`src/verilog/ipipe_defs.svh`:
```
`ifndef IPIPE_DEFS_SVH
`define IPIPE_DEFS_SVH

//////////////////////////////
// Datapath sizing
//////////////////////////////

// Operand and result width
`define IPIPE_WIDTH 32

// Architectural registers, r0 included
`define IPIPE_REGS 16

// Bits needed to name one register
`define IPIPE_RADDR 4

// ALU opcode and operand select widths
`define IPIPE_OP_W  3
`define IPIPE_SEL_W 2

`endif

```
`src/verilog/ipipe_pkg.sv`:
```
`include "ipipe_defs.svh"

package ipipe_pkg;

	//////////////////////////////
	// Datapath types
	//////////////////////////////

	// One operand or one result
	typedef logic [`IPIPE_WIDTH-1:0] word_t;

	// Register index
	typedef logic [`IPIPE_RADDR-1:0] reg_t;

	// ALU operations, shifts take the low five bits of operand B
	typedef enum logic [`IPIPE_OP_W-1:0] {
		ALU_ADD = 3'd0,
		ALU_SUB = 3'd1,
		ALU_AND = 3'd2,
		ALU_OR  = 3'd3,
		ALU_XOR = 3'd4,
		ALU_SLL = 3'd5,
		ALU_SRL = 3'd6,
		ALU_SLT = 3'd7
	} alu_op_t;

	// Operand sources, operand A never takes the immediate
	typedef enum logic [`IPIPE_SEL_W-1:0] {
		SEL_RF      = 2'd0,
		SEL_IMM     = 2'd1,
		SEL_EX_FORW = 2'd2,
		SEL_WB_FORW = 2'd3
	} sel_t;

endpackage

```
`src/verilog/ipipe_regfile.sv`:
```
`timescale 1ns/1ps
`include "ipipe_defs.svh"

module ipipe_regfile (
	input  logic             clk,
	input  logic             rst_n,
	input  ipipe_pkg::reg_t  raddr_a,
	input  ipipe_pkg::reg_t  raddr_b,
	output ipipe_pkg::word_t rdata_a,
	output ipipe_pkg::word_t rdata_b,
	input  logic             we,
	input  ipipe_pkg::reg_t  waddr,
	input  ipipe_pkg::word_t wdata
);

	// r0 has no storage, only r1 and up are real flops
	ipipe_pkg::word_t regs [1:`IPIPE_REGS-1];

	//////////////////////////////
	// Write port
	//////////////////////////////

	always_ff @(posedge clk or negedge rst_n) begin
		if (!rst_n) begin
			for (int i = 1; i < `IPIPE_REGS; i++) begin
				regs[i] <= '0;
			end
		end else if (we && (waddr != '0)) begin
			// Writes aimed at r0 fall through here and are dropped
			regs[waddr] <= wdata;
		end
	end

	//////////////////////////////
	// Read ports
	//////////////////////////////

	// Combinational reads, r0 decodes to zero
	always_comb begin
		if (raddr_a == '0) begin
			rdata_a = '0;
		end else begin
			rdata_a = regs[raddr_a];
		end
		if (raddr_b == '0) begin
			rdata_b = '0;
		end else begin
			rdata_b = regs[raddr_b];
		end
	end

endmodule

```
`src/verilog/ipipe_decode.sv`:
```
`timescale 1ns/1ps

module ipipe_decode (
	input  logic                clk,
	input  logic                rst_n,
	input  logic                freeze,
	input  logic                issue_valid,
	input  ipipe_pkg::reg_t     issue_rd,
	input  ipipe_pkg::reg_t     issue_ra,
	input  ipipe_pkg::reg_t     issue_rb,
	input  ipipe_pkg::word_t    issue_imm,
	input  logic                issue_use_imm,
	input  ipipe_pkg::alu_op_t  issue_op,
	input  logic                ex_valid,
	input  ipipe_pkg::reg_t     ex_rd,
	input  logic                wb_valid_in,
	input  ipipe_pkg::reg_t     wb_rd_in,
	output logic                dec_valid,
	output ipipe_pkg::reg_t     dec_rd,
	output ipipe_pkg::alu_op_t  dec_op,
	output ipipe_pkg::reg_t     raddr_a,
	output ipipe_pkg::reg_t     raddr_b,
	output ipipe_pkg::word_t    dec_imm,
	output ipipe_pkg::sel_t     sel_a,
	output ipipe_pkg::sel_t     sel_b
);

	logic dec_use_imm;

	// Source select for one operand
	// Op in execute is newer than op in writeback, so it is checked first
	function automatic ipipe_pkg::sel_t fwd_sel(input ipipe_pkg::reg_t src, input logic use_imm);
		if (use_imm)
			return ipipe_pkg::SEL_IMM;
		// r0 is never forwarded, it always reads zero from the register file
		if ((src != '0) && ex_valid && (src == ex_rd))
			return ipipe_pkg::SEL_EX_FORW;
		if ((src != '0) && wb_valid_in && (src == wb_rd_in))
			return ipipe_pkg::SEL_WB_FORW;
		return ipipe_pkg::SEL_RF;
	endfunction

	//////////////////////////////
	// Decode stage register
	//////////////////////////////

	always_ff @(posedge clk or negedge rst_n) begin
		if (!rst_n) begin
			dec_valid   <= 1'b0;
			dec_rd      <= '0;
			dec_op      <= ipipe_pkg::ALU_ADD;
			raddr_a     <= '0;
			raddr_b     <= '0;
			dec_imm     <= '0;
			dec_use_imm <= 1'b0;
		end else if (!freeze) begin
			// Issue inputs are ignored while frozen
			dec_valid   <= issue_valid;
			dec_rd      <= issue_rd;
			dec_op      <= issue_op;
			raddr_a     <= issue_ra;
			raddr_b     <= issue_rb;
			dec_imm     <= issue_imm;
			dec_use_imm <= issue_use_imm;
		end
	end

	// Selects come from the registered sources
	// Operand A has no immediate path
	always_comb begin
		sel_a = fwd_sel(raddr_a, 1'b0);
		sel_b = fwd_sel(raddr_b, dec_use_imm);
	end

endmodule

```
`src/verilog/ipipe_operand_muxes.sv`:
```
`timescale 1ns/1ps

module ipipe_operand_muxes (
	input  logic                clk,
	input  logic                rst_n,
	input  logic                freeze,
	input  ipipe_pkg::word_t    rf_data_a,
	input  ipipe_pkg::word_t    rf_data_b,
	input  ipipe_pkg::word_t    ex_forw,
	input  ipipe_pkg::word_t    wb_forw,
	input  ipipe_pkg::word_t    simm,
	input  ipipe_pkg::sel_t     sel_a,
	input  ipipe_pkg::sel_t     sel_b,
	input  logic                dec_valid,
	input  ipipe_pkg::reg_t     dec_rd,
	input  ipipe_pkg::alu_op_t  dec_op,
	output ipipe_pkg::word_t    operand_a,
	output ipipe_pkg::word_t    operand_b,
	output logic                ex_valid,
	output ipipe_pkg::reg_t     ex_rd,
	output ipipe_pkg::alu_op_t  ex_op
);

	ipipe_pkg::word_t muxed_a;
	ipipe_pkg::word_t muxed_b;

	// Four-way source mux for operand B
	function automatic ipipe_pkg::word_t pick(input ipipe_pkg::sel_t sel,
		input ipipe_pkg::word_t rf, input ipipe_pkg::word_t imm,
		input ipipe_pkg::word_t exf, input ipipe_pkg::word_t wbf);
		case (sel)
			ipipe_pkg::SEL_IMM:     return imm;
			ipipe_pkg::SEL_EX_FORW: return exf;
			ipipe_pkg::SEL_WB_FORW: return wbf;
			default:                return rf;
		endcase
	endfunction

	// A has no immediate, only three sources
	always_comb begin
		case (sel_a)
			ipipe_pkg::SEL_EX_FORW: muxed_a = ex_forw;
			ipipe_pkg::SEL_WB_FORW: muxed_a = wb_forw;
			default:                muxed_a = rf_data_a;
		endcase
	end

	assign muxed_b = pick(sel_b, rf_data_b, simm, ex_forw, wb_forw);

	//////////////////////////////
	// Operand registers
	//////////////////////////////

	// Operands and control hold together under freeze
	always_ff @(posedge clk or negedge rst_n) begin
		if (!rst_n) begin
			operand_a <= '0;
			operand_b <= '0;
			ex_valid  <= 1'b0;
			ex_rd     <= '0;
			ex_op     <= ipipe_pkg::ALU_ADD;
		end else if (!freeze) begin
			operand_a <= muxed_a;
			operand_b <= muxed_b;
			ex_valid  <= dec_valid;
			ex_rd     <= dec_rd;
			ex_op     <= dec_op;
		end
	end

endmodule

```
`src/verilog/ipipe_execute.sv`:
```
`timescale 1ns/1ps

module ipipe_execute (
	input  logic                clk,
	input  logic                rst_n,
	input  logic                freeze,
	input  ipipe_pkg::word_t    operand_a,
	input  ipipe_pkg::word_t    operand_b,
	input  logic                ex_valid,
	input  ipipe_pkg::reg_t     ex_rd,
	input  ipipe_pkg::alu_op_t  ex_op,
	output ipipe_pkg::word_t    ex_forw,
	output logic                wb_valid,
	output ipipe_pkg::reg_t     wb_rd,
	output ipipe_pkg::word_t    wb_data
);

	ipipe_pkg::word_t alu_res;
	logic [4:0]       shamt;

	// Shift amount, low five bits of B
	assign shamt = operand_b[4:0];

	//////////////////////////////
	// ALU
	//////////////////////////////

	always_comb begin
		case (ex_op)
			ipipe_pkg::ALU_ADD: alu_res = operand_a + operand_b;
			ipipe_pkg::ALU_SUB: alu_res = operand_a - operand_b;
			ipipe_pkg::ALU_AND: alu_res = operand_a & operand_b;
			ipipe_pkg::ALU_OR:  alu_res = operand_a | operand_b;
			ipipe_pkg::ALU_XOR: alu_res = operand_a ^ operand_b;
			ipipe_pkg::ALU_SLL: alu_res = operand_a << shamt;
			ipipe_pkg::ALU_SRL: alu_res = operand_a >> shamt;
			// Signed compare, zero extended to a full word
			ipipe_pkg::ALU_SLT: alu_res = ipipe_pkg::word_t'($signed(operand_a) < $signed(operand_b));
			default:            alu_res = '0;
		endcase
	end

	// Forwarded to decode and the operand muxes in the same cycle
	assign ex_forw = alu_res;

	//////////////////////////////
	// Writeback register
	//////////////////////////////

	always_ff @(posedge clk or negedge rst_n) begin
		if (!rst_n) begin
			wb_valid <= 1'b0;
			wb_rd    <= '0;
			wb_data  <= '0;
		end else if (!freeze) begin
			// Held under freeze, so each result is seen once on an unfrozen cycle
			wb_valid <= ex_valid;
			wb_rd    <= ex_rd;
			wb_data  <= alu_res;
		end
	end

endmodule

```
`src/verilog/ipipe_top.sv`:
```
`timescale 1ns/1ps

module ipipe_top (
	input  logic                clk,
	input  logic                rst_n,
	input  logic                issue_valid,
	input  ipipe_pkg::reg_t     issue_rd,
	input  ipipe_pkg::reg_t     issue_ra,
	input  ipipe_pkg::reg_t     issue_rb,
	input  ipipe_pkg::word_t    issue_imm,
	input  logic                issue_use_imm,
	input  ipipe_pkg::alu_op_t  issue_op,
	input  logic                freeze,
	output logic                wb_valid,
	output ipipe_pkg::reg_t     wb_rd,
	output ipipe_pkg::word_t    wb_data
);

	// Decode to operand stage
	logic               dec_valid;
	ipipe_pkg::reg_t    dec_rd;
	ipipe_pkg::alu_op_t dec_op;
	ipipe_pkg::reg_t    raddr_a;
	ipipe_pkg::reg_t    raddr_b;
	ipipe_pkg::word_t   dec_imm;
	ipipe_pkg::sel_t    sel_a;
	ipipe_pkg::sel_t    sel_b;
	ipipe_pkg::word_t   rf_data_a;
	ipipe_pkg::word_t   rf_data_b;

	// Operand stage to execute
	ipipe_pkg::word_t   operand_a;
	ipipe_pkg::word_t   operand_b;
	logic               ex_valid;
	ipipe_pkg::reg_t    ex_rd;
	ipipe_pkg::alu_op_t ex_op;
	ipipe_pkg::word_t   ex_forw;
	logic               rf_we;

	// No register file write while the pipeline is frozen
	assign rf_we = wb_valid & ~freeze;

	ipipe_decode u_decode (
		.clk, .rst_n, .freeze,
		.issue_valid, .issue_rd, .issue_ra, .issue_rb,
		.issue_imm, .issue_use_imm, .issue_op,
		.ex_valid, .ex_rd,
		.wb_valid_in (wb_valid), .wb_rd_in (wb_rd),
		.dec_valid, .dec_rd, .dec_op, .raddr_a, .raddr_b, .dec_imm,
		.sel_a, .sel_b
	);

	ipipe_regfile u_regfile (
		.clk, .rst_n, .raddr_a, .raddr_b,
		.rdata_a (rf_data_a), .rdata_b (rf_data_b),
		.we (rf_we), .waddr (wb_rd), .wdata (wb_data)
	);

	ipipe_operand_muxes u_operand_muxes (
		.clk, .rst_n, .freeze, .rf_data_a, .rf_data_b,
		.ex_forw, .wb_forw (wb_data), .simm (dec_imm), .sel_a, .sel_b,
		.dec_valid, .dec_rd, .dec_op,
		.operand_a, .operand_b, .ex_valid, .ex_rd, .ex_op
	);

	ipipe_execute u_execute (
		.clk, .rst_n, .freeze, .operand_a, .operand_b,
		.ex_valid, .ex_rd, .ex_op, .ex_forw, .wb_valid, .wb_rd, .wb_data
	);

endmodule

```
`config.mk`:
```
export PLATFORM = sky130hd
export DESIGN_NAME = ipipe_top
export DESIGN_NICKNAME = d
export VERILOG_FILES = /design/src/verilog/ipipe_pkg.sv /design/src/verilog/ipipe_regfile.sv /design/src/verilog/ipipe_decode.sv /design/src/verilog/ipipe_operand_muxes.sv /design/src/verilog/ipipe_execute.sv /design/src/verilog/ipipe_top.sv
export VERILOG_INCLUDE_DIRS = /design/src /design/src/verilog
export SDC_FILE = /design/constraint.sdc
export NUM_CORES = 2
export LEC_CHECK = 0
export ABC_AREA = 0
export BUFFER_PORTS_ARGS = -buffer_cell sky130_fd_sc_hd__buf_2
export CORE_ASPECT_RATIO = 1.25
export CORE_UTILIZATION = 35
export DETAILED_ROUTE_END_ITERATION = 6
export HOLD_SLACK_MARGIN = 0.12
export PLACE_DENSITY = 0.57
export SLEW_MARGIN = 20
export SYNTH_ARGS = -nofsm -noshare
export SYNTH_HDL_FRONTEND = slang
export SYNTH_SLANG_ARGS = --single-unit
```
`constraint.sdc`:
```
create_clock -name clk -period 4.6 [get_ports clk]
set_input_delay 1.38 -clock clk [delete_from_list [all_inputs] [get_ports clk]]
set_output_delay 1.38 -clock clk [all_outputs]
set_load 0.01 [all_outputs]
```
-- Word level (Yosys, flattened, before mapping)
Index checks and enable logic that the tools add are counted.
- memory bits (read-only): 0
- output and inout bits: 37
- word-level logic and storage cells: 112
- memories: 0
- latch bits: 0
- bits in registers: 638
- bits in writable memories: 0
- shift-type cells: 2
- $lt $le $gt $ge: 5
- bitwise logic cells: 8
- div/mod/pow operators: 0
- multiplexer cells: 33
- multiply operators: 0
- eq/ne operators: 16
- reduce and logical (&&, ||, !) cells: 16
- add/sub/neg operators: 2
- operators with widths (operator ; number):
    480-bit bitwise mux ; 1
    32-bit binary-select mux with 4-bit select ; 2
    32-bit one-hot mux with 8 select lines ; 1
    32-bit 2-to-1 mux ; 7
    32-bit demux with 4-bit select ; 1
    32-bit one-hot mux with 3 select lines ; 1
    32-bit one-hot mux with 2 select lines ; 1
    32-bit adder ; 1
    32-bit bitwise AND ; 1
    32-bit < comparator ; 1
    32-bit OR ; 1
    32-bit by 5-bit left shift with 32-bit output ; 1
    32-bit by 5-bit >> shifter with 32-bit output ; 1
    32-bit subtractor ; 1
    32-bit bitwise XOR ; 1
    2-bit 2-to-1 mux ; 10
    4-bit equality test ; 4
    5-bit greater-or-equal comparator, second input constant ; 3
    4-bit inverter with 5-bit output ; 3
    3-bit equality test, second input constant ; 4
    4-bit nonzero test ; 3
    1-bit logical AND ; 10
    1-bit 2-to-1 mux ; 9
    2-bit equality test, second input constant ; 4
    8 further kinds ; 10

-- Logic depth before layout (Yosys ltp)
- word-level depth: 12
- mapped depth: 16
- mapped depth without buffers: 14

-- By module
Synthesis repeated with hierarchy kept, for this count alone.
- cell total of the unflattened synthesis: 3681
- area total of the unflattened synthesis: 42499.5 um^2
- by module, submodules not included (module ; cells each ; instances ; area each (um^2)):
    ipipe_regfile ; 1837 ; 1 ; 26057.5
    ipipe_execute ; 1293 ; 1 ; 9983.3
    ipipe_operand_muxes ; 412 ; 1 ; 4395.5
    ipipe_decode ; 138 ; 1 ; 2049.5
    ipipe_top ; 1 ; 1 ; 13.8

-- Least setup slack after synthesis
Ideal clock, no wire load.
- kind: register to register
- start: register u_operand_muxes.operand_b[3]
- end: register u_operand_muxes.operand_b[28]
- setup slack: 603 ps
- data arrival time: 3910 ps
- setup time: 87 ps
- cell stages (with the launch flop): 17
- path through: dfrtp_1 > clkbuf_1 > inv_2 > buf_1 > clkbuf_1 > ha_1 > buf_2 > nor2_1 > o211ai_1 > a31oi_1 > a211oi_1 > o221ai_1 > a21oi_1 > or3_1 > nor3_1 > o31ai_1 > a22oi_1
- longest elaborated chain between the ends: 3
- elaborated cells on any way between the ends: 6
- those cells by class: 2 x add/sub; 2 x shift; 2 x mux
- ends and longest elaborated chain (item ; RTL line ; RTL):
    start: declaration ; ipipe_operand_muxes.sv:18 ; output ipipe_pkg::word_t operand_b,
    start signal: assignment ; ipipe_operand_muxes.sv:64 ; operand_b <= muxed_b;
    32-bit subtractor, or another cell as far along ; ipipe_execute.sv:31 ; ipipe_pkg::ALU_SUB: alu_res = operand_a - operand_b;
    32-bit one-hot mux with 8 select lines (*) ; ipipe_execute.sv:29 ; case (ex_op)
    32-bit one-hot mux with 3 select lines (*) ; ipipe_operand_muxes.sv:31 ; case (sel)
Mark *: on every way between the ends. The rest lies on a longest branch, timed or not.
A chain may end at the register's enable or synchronous reset.

-- Worst setup path after layout
- start: register u_operand_muxes.operand_a[21]
- end: register u_execute.wb_data[28]
- longest elaborated chain between the ends: 2
- elaborated cells on any way between the ends: 5
- those cells by class: 2 x add/sub; 2 x shift; 1 x mux
- ends and longest elaborated chain (item ; RTL line ; RTL):
    start: declaration ; ipipe_operand_muxes.sv:17 ; output ipipe_pkg::word_t operand_a,
    start signal: assignment ; ipipe_operand_muxes.sv:63 ; operand_a <= muxed_a;
    32-bit subtractor, or another cell as far along ; ipipe_execute.sv:31 ;
    32-bit one-hot mux with 8 select lines (*) ; ipipe_execute.sv:29 ;
    end signal: assignment ; ipipe_execute.sv:59 ; wb_data <= alu_res;
    end: declaration ; ipipe_execute.sv:15 ; output ipipe_pkg::word_t wb_data
Marked as above.

==> key figures <==
Status
  – Outcome: finished, final reports clean

Drt
  – Iteration-0 DRC count of the detailed router: 3,542
  – Final ANT Viol Nets: 0
  – Final WL: 151,000 um
  – DR pass1 iterations: 6
  – WL per Instance: 30.0 um
  – Post-route DRC: 0
  – Via count: 31,141
  – Via density: 6.18

Cells and area
  – Diodes inserted: 0
  – Layout cell share with drive strength beyond 1: 0.387
  – Non-Filler Instances: 5,043
  – Layout area overhead: 12.7%
  – Most frequent cells in the layout: mux2_2 (631), dfrtp_1 (623), mux4_2 (295), a21oi_1 (204), nand2_1 (181)
  – Fin nets: 3,592
  – Design area: 0.0461 mm2
  – Multi-input gate area: 0.0233 mm2
  – Filler instances: 11,042
  – Register area: 0.0160 mm2
  – Most common cell after layout, fill and taps aside: mux2_2

Die
  – Die height: 384 um
  – Die Width: 308 um
  – I/O pin cnt: 89
  – CORE AREA: 0.115 mm2
  – Initial Util: 0.354
  – Rows: 139
  – DIE AREA: 0.118 mm2

GRT
  – Overall Global Routing Usage: 0.257
  – Largest net degree at the start of global routing: 180
  – Vias in the first global route: 31,393
  – Initial antenna violation count: 3
  – Total congestion overflow: 0
  – First-pass GRT wire length: 223,000 um

Synthesis
  – Syn_nets: 3,583
  – Warnings, synthesis: 0
  – Post-synth top flop: dfrtp_1
  – Fraction of registers with async set/reset: 1.00
  – Flops & latches, synth: 638
  – EDFF count, synth: 0
  – Mapped cell area: 0.0409 mm2
  – Netlist cell types: 83
  – Gate Count Post-Synth: 3,432
  – Avg Inst Size Synth: 11.9 um2
  – Sequential area share after synthesis: 0.390

STA
  – Final setup violation count: 0
  – Worst slew pin tran: 1.13 ns
  – Slew HR: 0.244
  – Final hold vios: 0
  – RSZ-0062 raised after global routing: false
  – FMAX: 236 MHz
  – Final Skew: 0.0245 ns
  – Final min period: 4.24 ns
  – Final period util: 0.921
  – Setup TNS: 0 ns
  – Final Max Tran Viols: 0

Setup path
  – CP required: 5.10 ns
  – WP data arrival: 4.74 ns
  – Critical path endpoint: u_execute.wb_data[28]
  – Critical path cell sequence: inv_1 -> ha_1 -> inv_1 -> nor3_1 -> a21oi_1 -> o211ai_1 -> a21bo_2 -> a31oi_1 -> nor4_1 -> a21oi_1
  – Critical path class: flop to flop
  – FF-to-FF End: u_execute.wb_data[28]
  – Levels on crit path: 10
  – Critical Path Sink Type: flop
  – Slowest CP cell: nor3_1
  – FF-to-FF Start: u_operand_muxes.operand_a[21]
  – Buffers plus inverters on the worst setup path: 2
  – CP startpoint: u_operand_muxes.operand_a[21]
  – Slowest stage delay, CP: 0.89 ns
  – Setup crit start kind: flop
  – CP top delay family: simple AND/OR/NAND/NOR gates
  – CP Max Fanout: 9
  – R2r setup slk: 0.36 ns
  – R2R depth: 10

Placed design
  – Final Wtd Congestion: 1.05
  – Port buffer count: 88
  – Dpl cells: 4,919
  – Post-Place Cell Area: 0.0437 mm2
  – DP HPWL: 105,000 um

Min path
  – HP Start: u_decode.dec_op[0]
  – Hold WC Path Type: flop to flop

Clock network
  – Clock Root Buffer: clkbuf_16
  – Post-CTS Setup Bufs: 0
  – CTS resizes: 0
  – Total CTS buffers: 71
  – # H-tree levels: 3
  – CTS Hold Buffers Added: 0
  – Reg clk slew, reported paths: 0.07 ns
  – CTS Sinks: 638
  – Deepest clock path buffer count: 3
  – Worst-Skew Late Latency: 0.67 ns
  – CTS tree: built

Job
  – Max-cap violation count: 0

Power and ir drop
  – Leakage power: 0.0199 uW
  – Power per cell area: 630 mW/mm2
  – Overall Power: 29,000 uW
  – VDD IR max: 258 uV
[worst register-to-register path: cells and delay by family (launching register included)]
| kind | cells | cell delay [ns] |
|---|---|---|
| simple gates | 2 | 1.35 |
| buf+inv | 2 | 0.52 |
| fa+ha+maj | 1 | 0.62 |
| compound gates | 5 | 0.99 |
| flops | 1 | 0.62 |
[Yosys cell counts, drive strengths merged (8+ instances only)]
| cell | number | area (um2) |
|---|---|---|
| o211ai | 39 | 293 |
| nor2b | 18 | 113 |
| nor4 | 8 | 50.1 |
| a221o | 26 | 260 |
| dfrtp | 638 | 16000 |
| ha | 97 | 1210 |
| o21ai | 120 | 601 |
| mux4 | 295 | 6640 |
| a31oi | 17 | 106 |
| buf | 92 | 405 |
| xnor2 | 28 | 245 |
| mux2i | 75 | 751 |
| a221oi | 39 | 360 |
| nand3 | 22 | 110 |
| a222oi | 17 | 170 |
| a22oi | 20 | 150 |
| nor3 | 40 | 200 |
| clkbuf | 224 | 841 |
| nor2 | 130 | 488 |
| and3 | 10 | 62.6 |
| nand4 | 12 | 75.1 |
| or3 | 13 | 81.3 |
| a32oi | 8 | 70.1 |
| nand2 | 189 | 709 |
| mux2 | 632 | 7120 |
| a21oi | 204 | 1020 |
| o21a | 17 | 128 |
| a21o | 14 | 105 |
| nand2b | 11 | 68.8 |
| inv | 129 | 484 |
| o31ai | 11 | 82.6 |
| a22o | 64 | 561 |
| o221ai | 24 | 210 |
| o22ai | 36 | 225 |
| a211oi | 20 | 150 |
[layout make-up]
type                            count  area share
Tap cell                         1551      0.0421
Timing Repair Buffer              252      0.0426
Clock buffer                       99      0.0447
Sequential cell                   638       0.347
Clock inverter                     25     0.00686
Inverter                          130      0.0106
Multi-Input combinational cell   2348       0.506
[flip-flops by register name (all words and copies together) (netlist names)]
name / flops
u_regfile.regs: 480
u_decode.dec_imm: 32
u_execute.wb_data: 32
u_operand_muxes.operand_a: 32
u_operand_muxes.operand_b: 32
u_decode.dec_rd: 4
u_decode.raddr_a: 4
u_decode.raddr_b: 4
u_execute.wb_rd: 4
u_operand_muxes.ex_rd: 4
u_decode.dec_op: 3
u_operand_muxes.ex_op: 3
u_decode.dec_use_imm: 1
u_decode.dec_valid: 1
u_execute.wb_valid: 1
u_operand_muxes.ex_valid: 1
[per-layer routing]
layer,GRT usage,share of wire
met1,0.332,0.40
met2,0.411,0.47
met3,0.0360,0.063
met5,0,0.00015
met4,0.149,0.062
[power breakdown]
part | internal [uW] | total [uW] | leakage (uW) | switching, uW
registers | 7630 | 9700 | 0.00831 | 2060
clock network | 3380 | 5890 | 0.00117 | 2500
logic | 6060 | 13500 | 0.0104 | 7400
[cell families after synthesis]
kind of cell,after synthesis,synth area share
AOI/OAI and AO/OA,734,0.122
xor gates and xnor gates,34,0.00728
adders and majority gates,99,0.0306
buffers and inverters,446,0.0424
DFF,638,0.390
muxes,1002,0.355
and+or+nand+nor,479,0.0528
[stage by stage]
step,hold WS [ns],utilization,setup WS [ns]
finish,0.500,0.399,0.361
global route,0.518,0.399,0.238
CTS,0.506,0.399,0.528
detailed placement,0.493,0.379,0.544
global placement,0.478,0.379,0.498
floorplan,0.460,-,0.603
[worst min-delay path by stage]
| stage | end | slack (ns) | cells after the start |
|---|---|---|---|
| 6_report | u_decode.dec_op[0] | 0.50 | 1 |
| 5_1_grt | u_decode.dec_op[0] | 0.52 | 1 |
| 4_1_cts | u_decode.dec_op[0] | 0.51 | 1 |
| 3_5_place_dp | u_decode.dec_op[0] | 0.49 | 1 |
| 3_3_place_gp | u_regfile.regs[412] | 0.48 | 2 |
| 2_1_floorplan | u_regfile.regs[412] | 0.46 | 2 |
(Power assumes the default switching activity.)
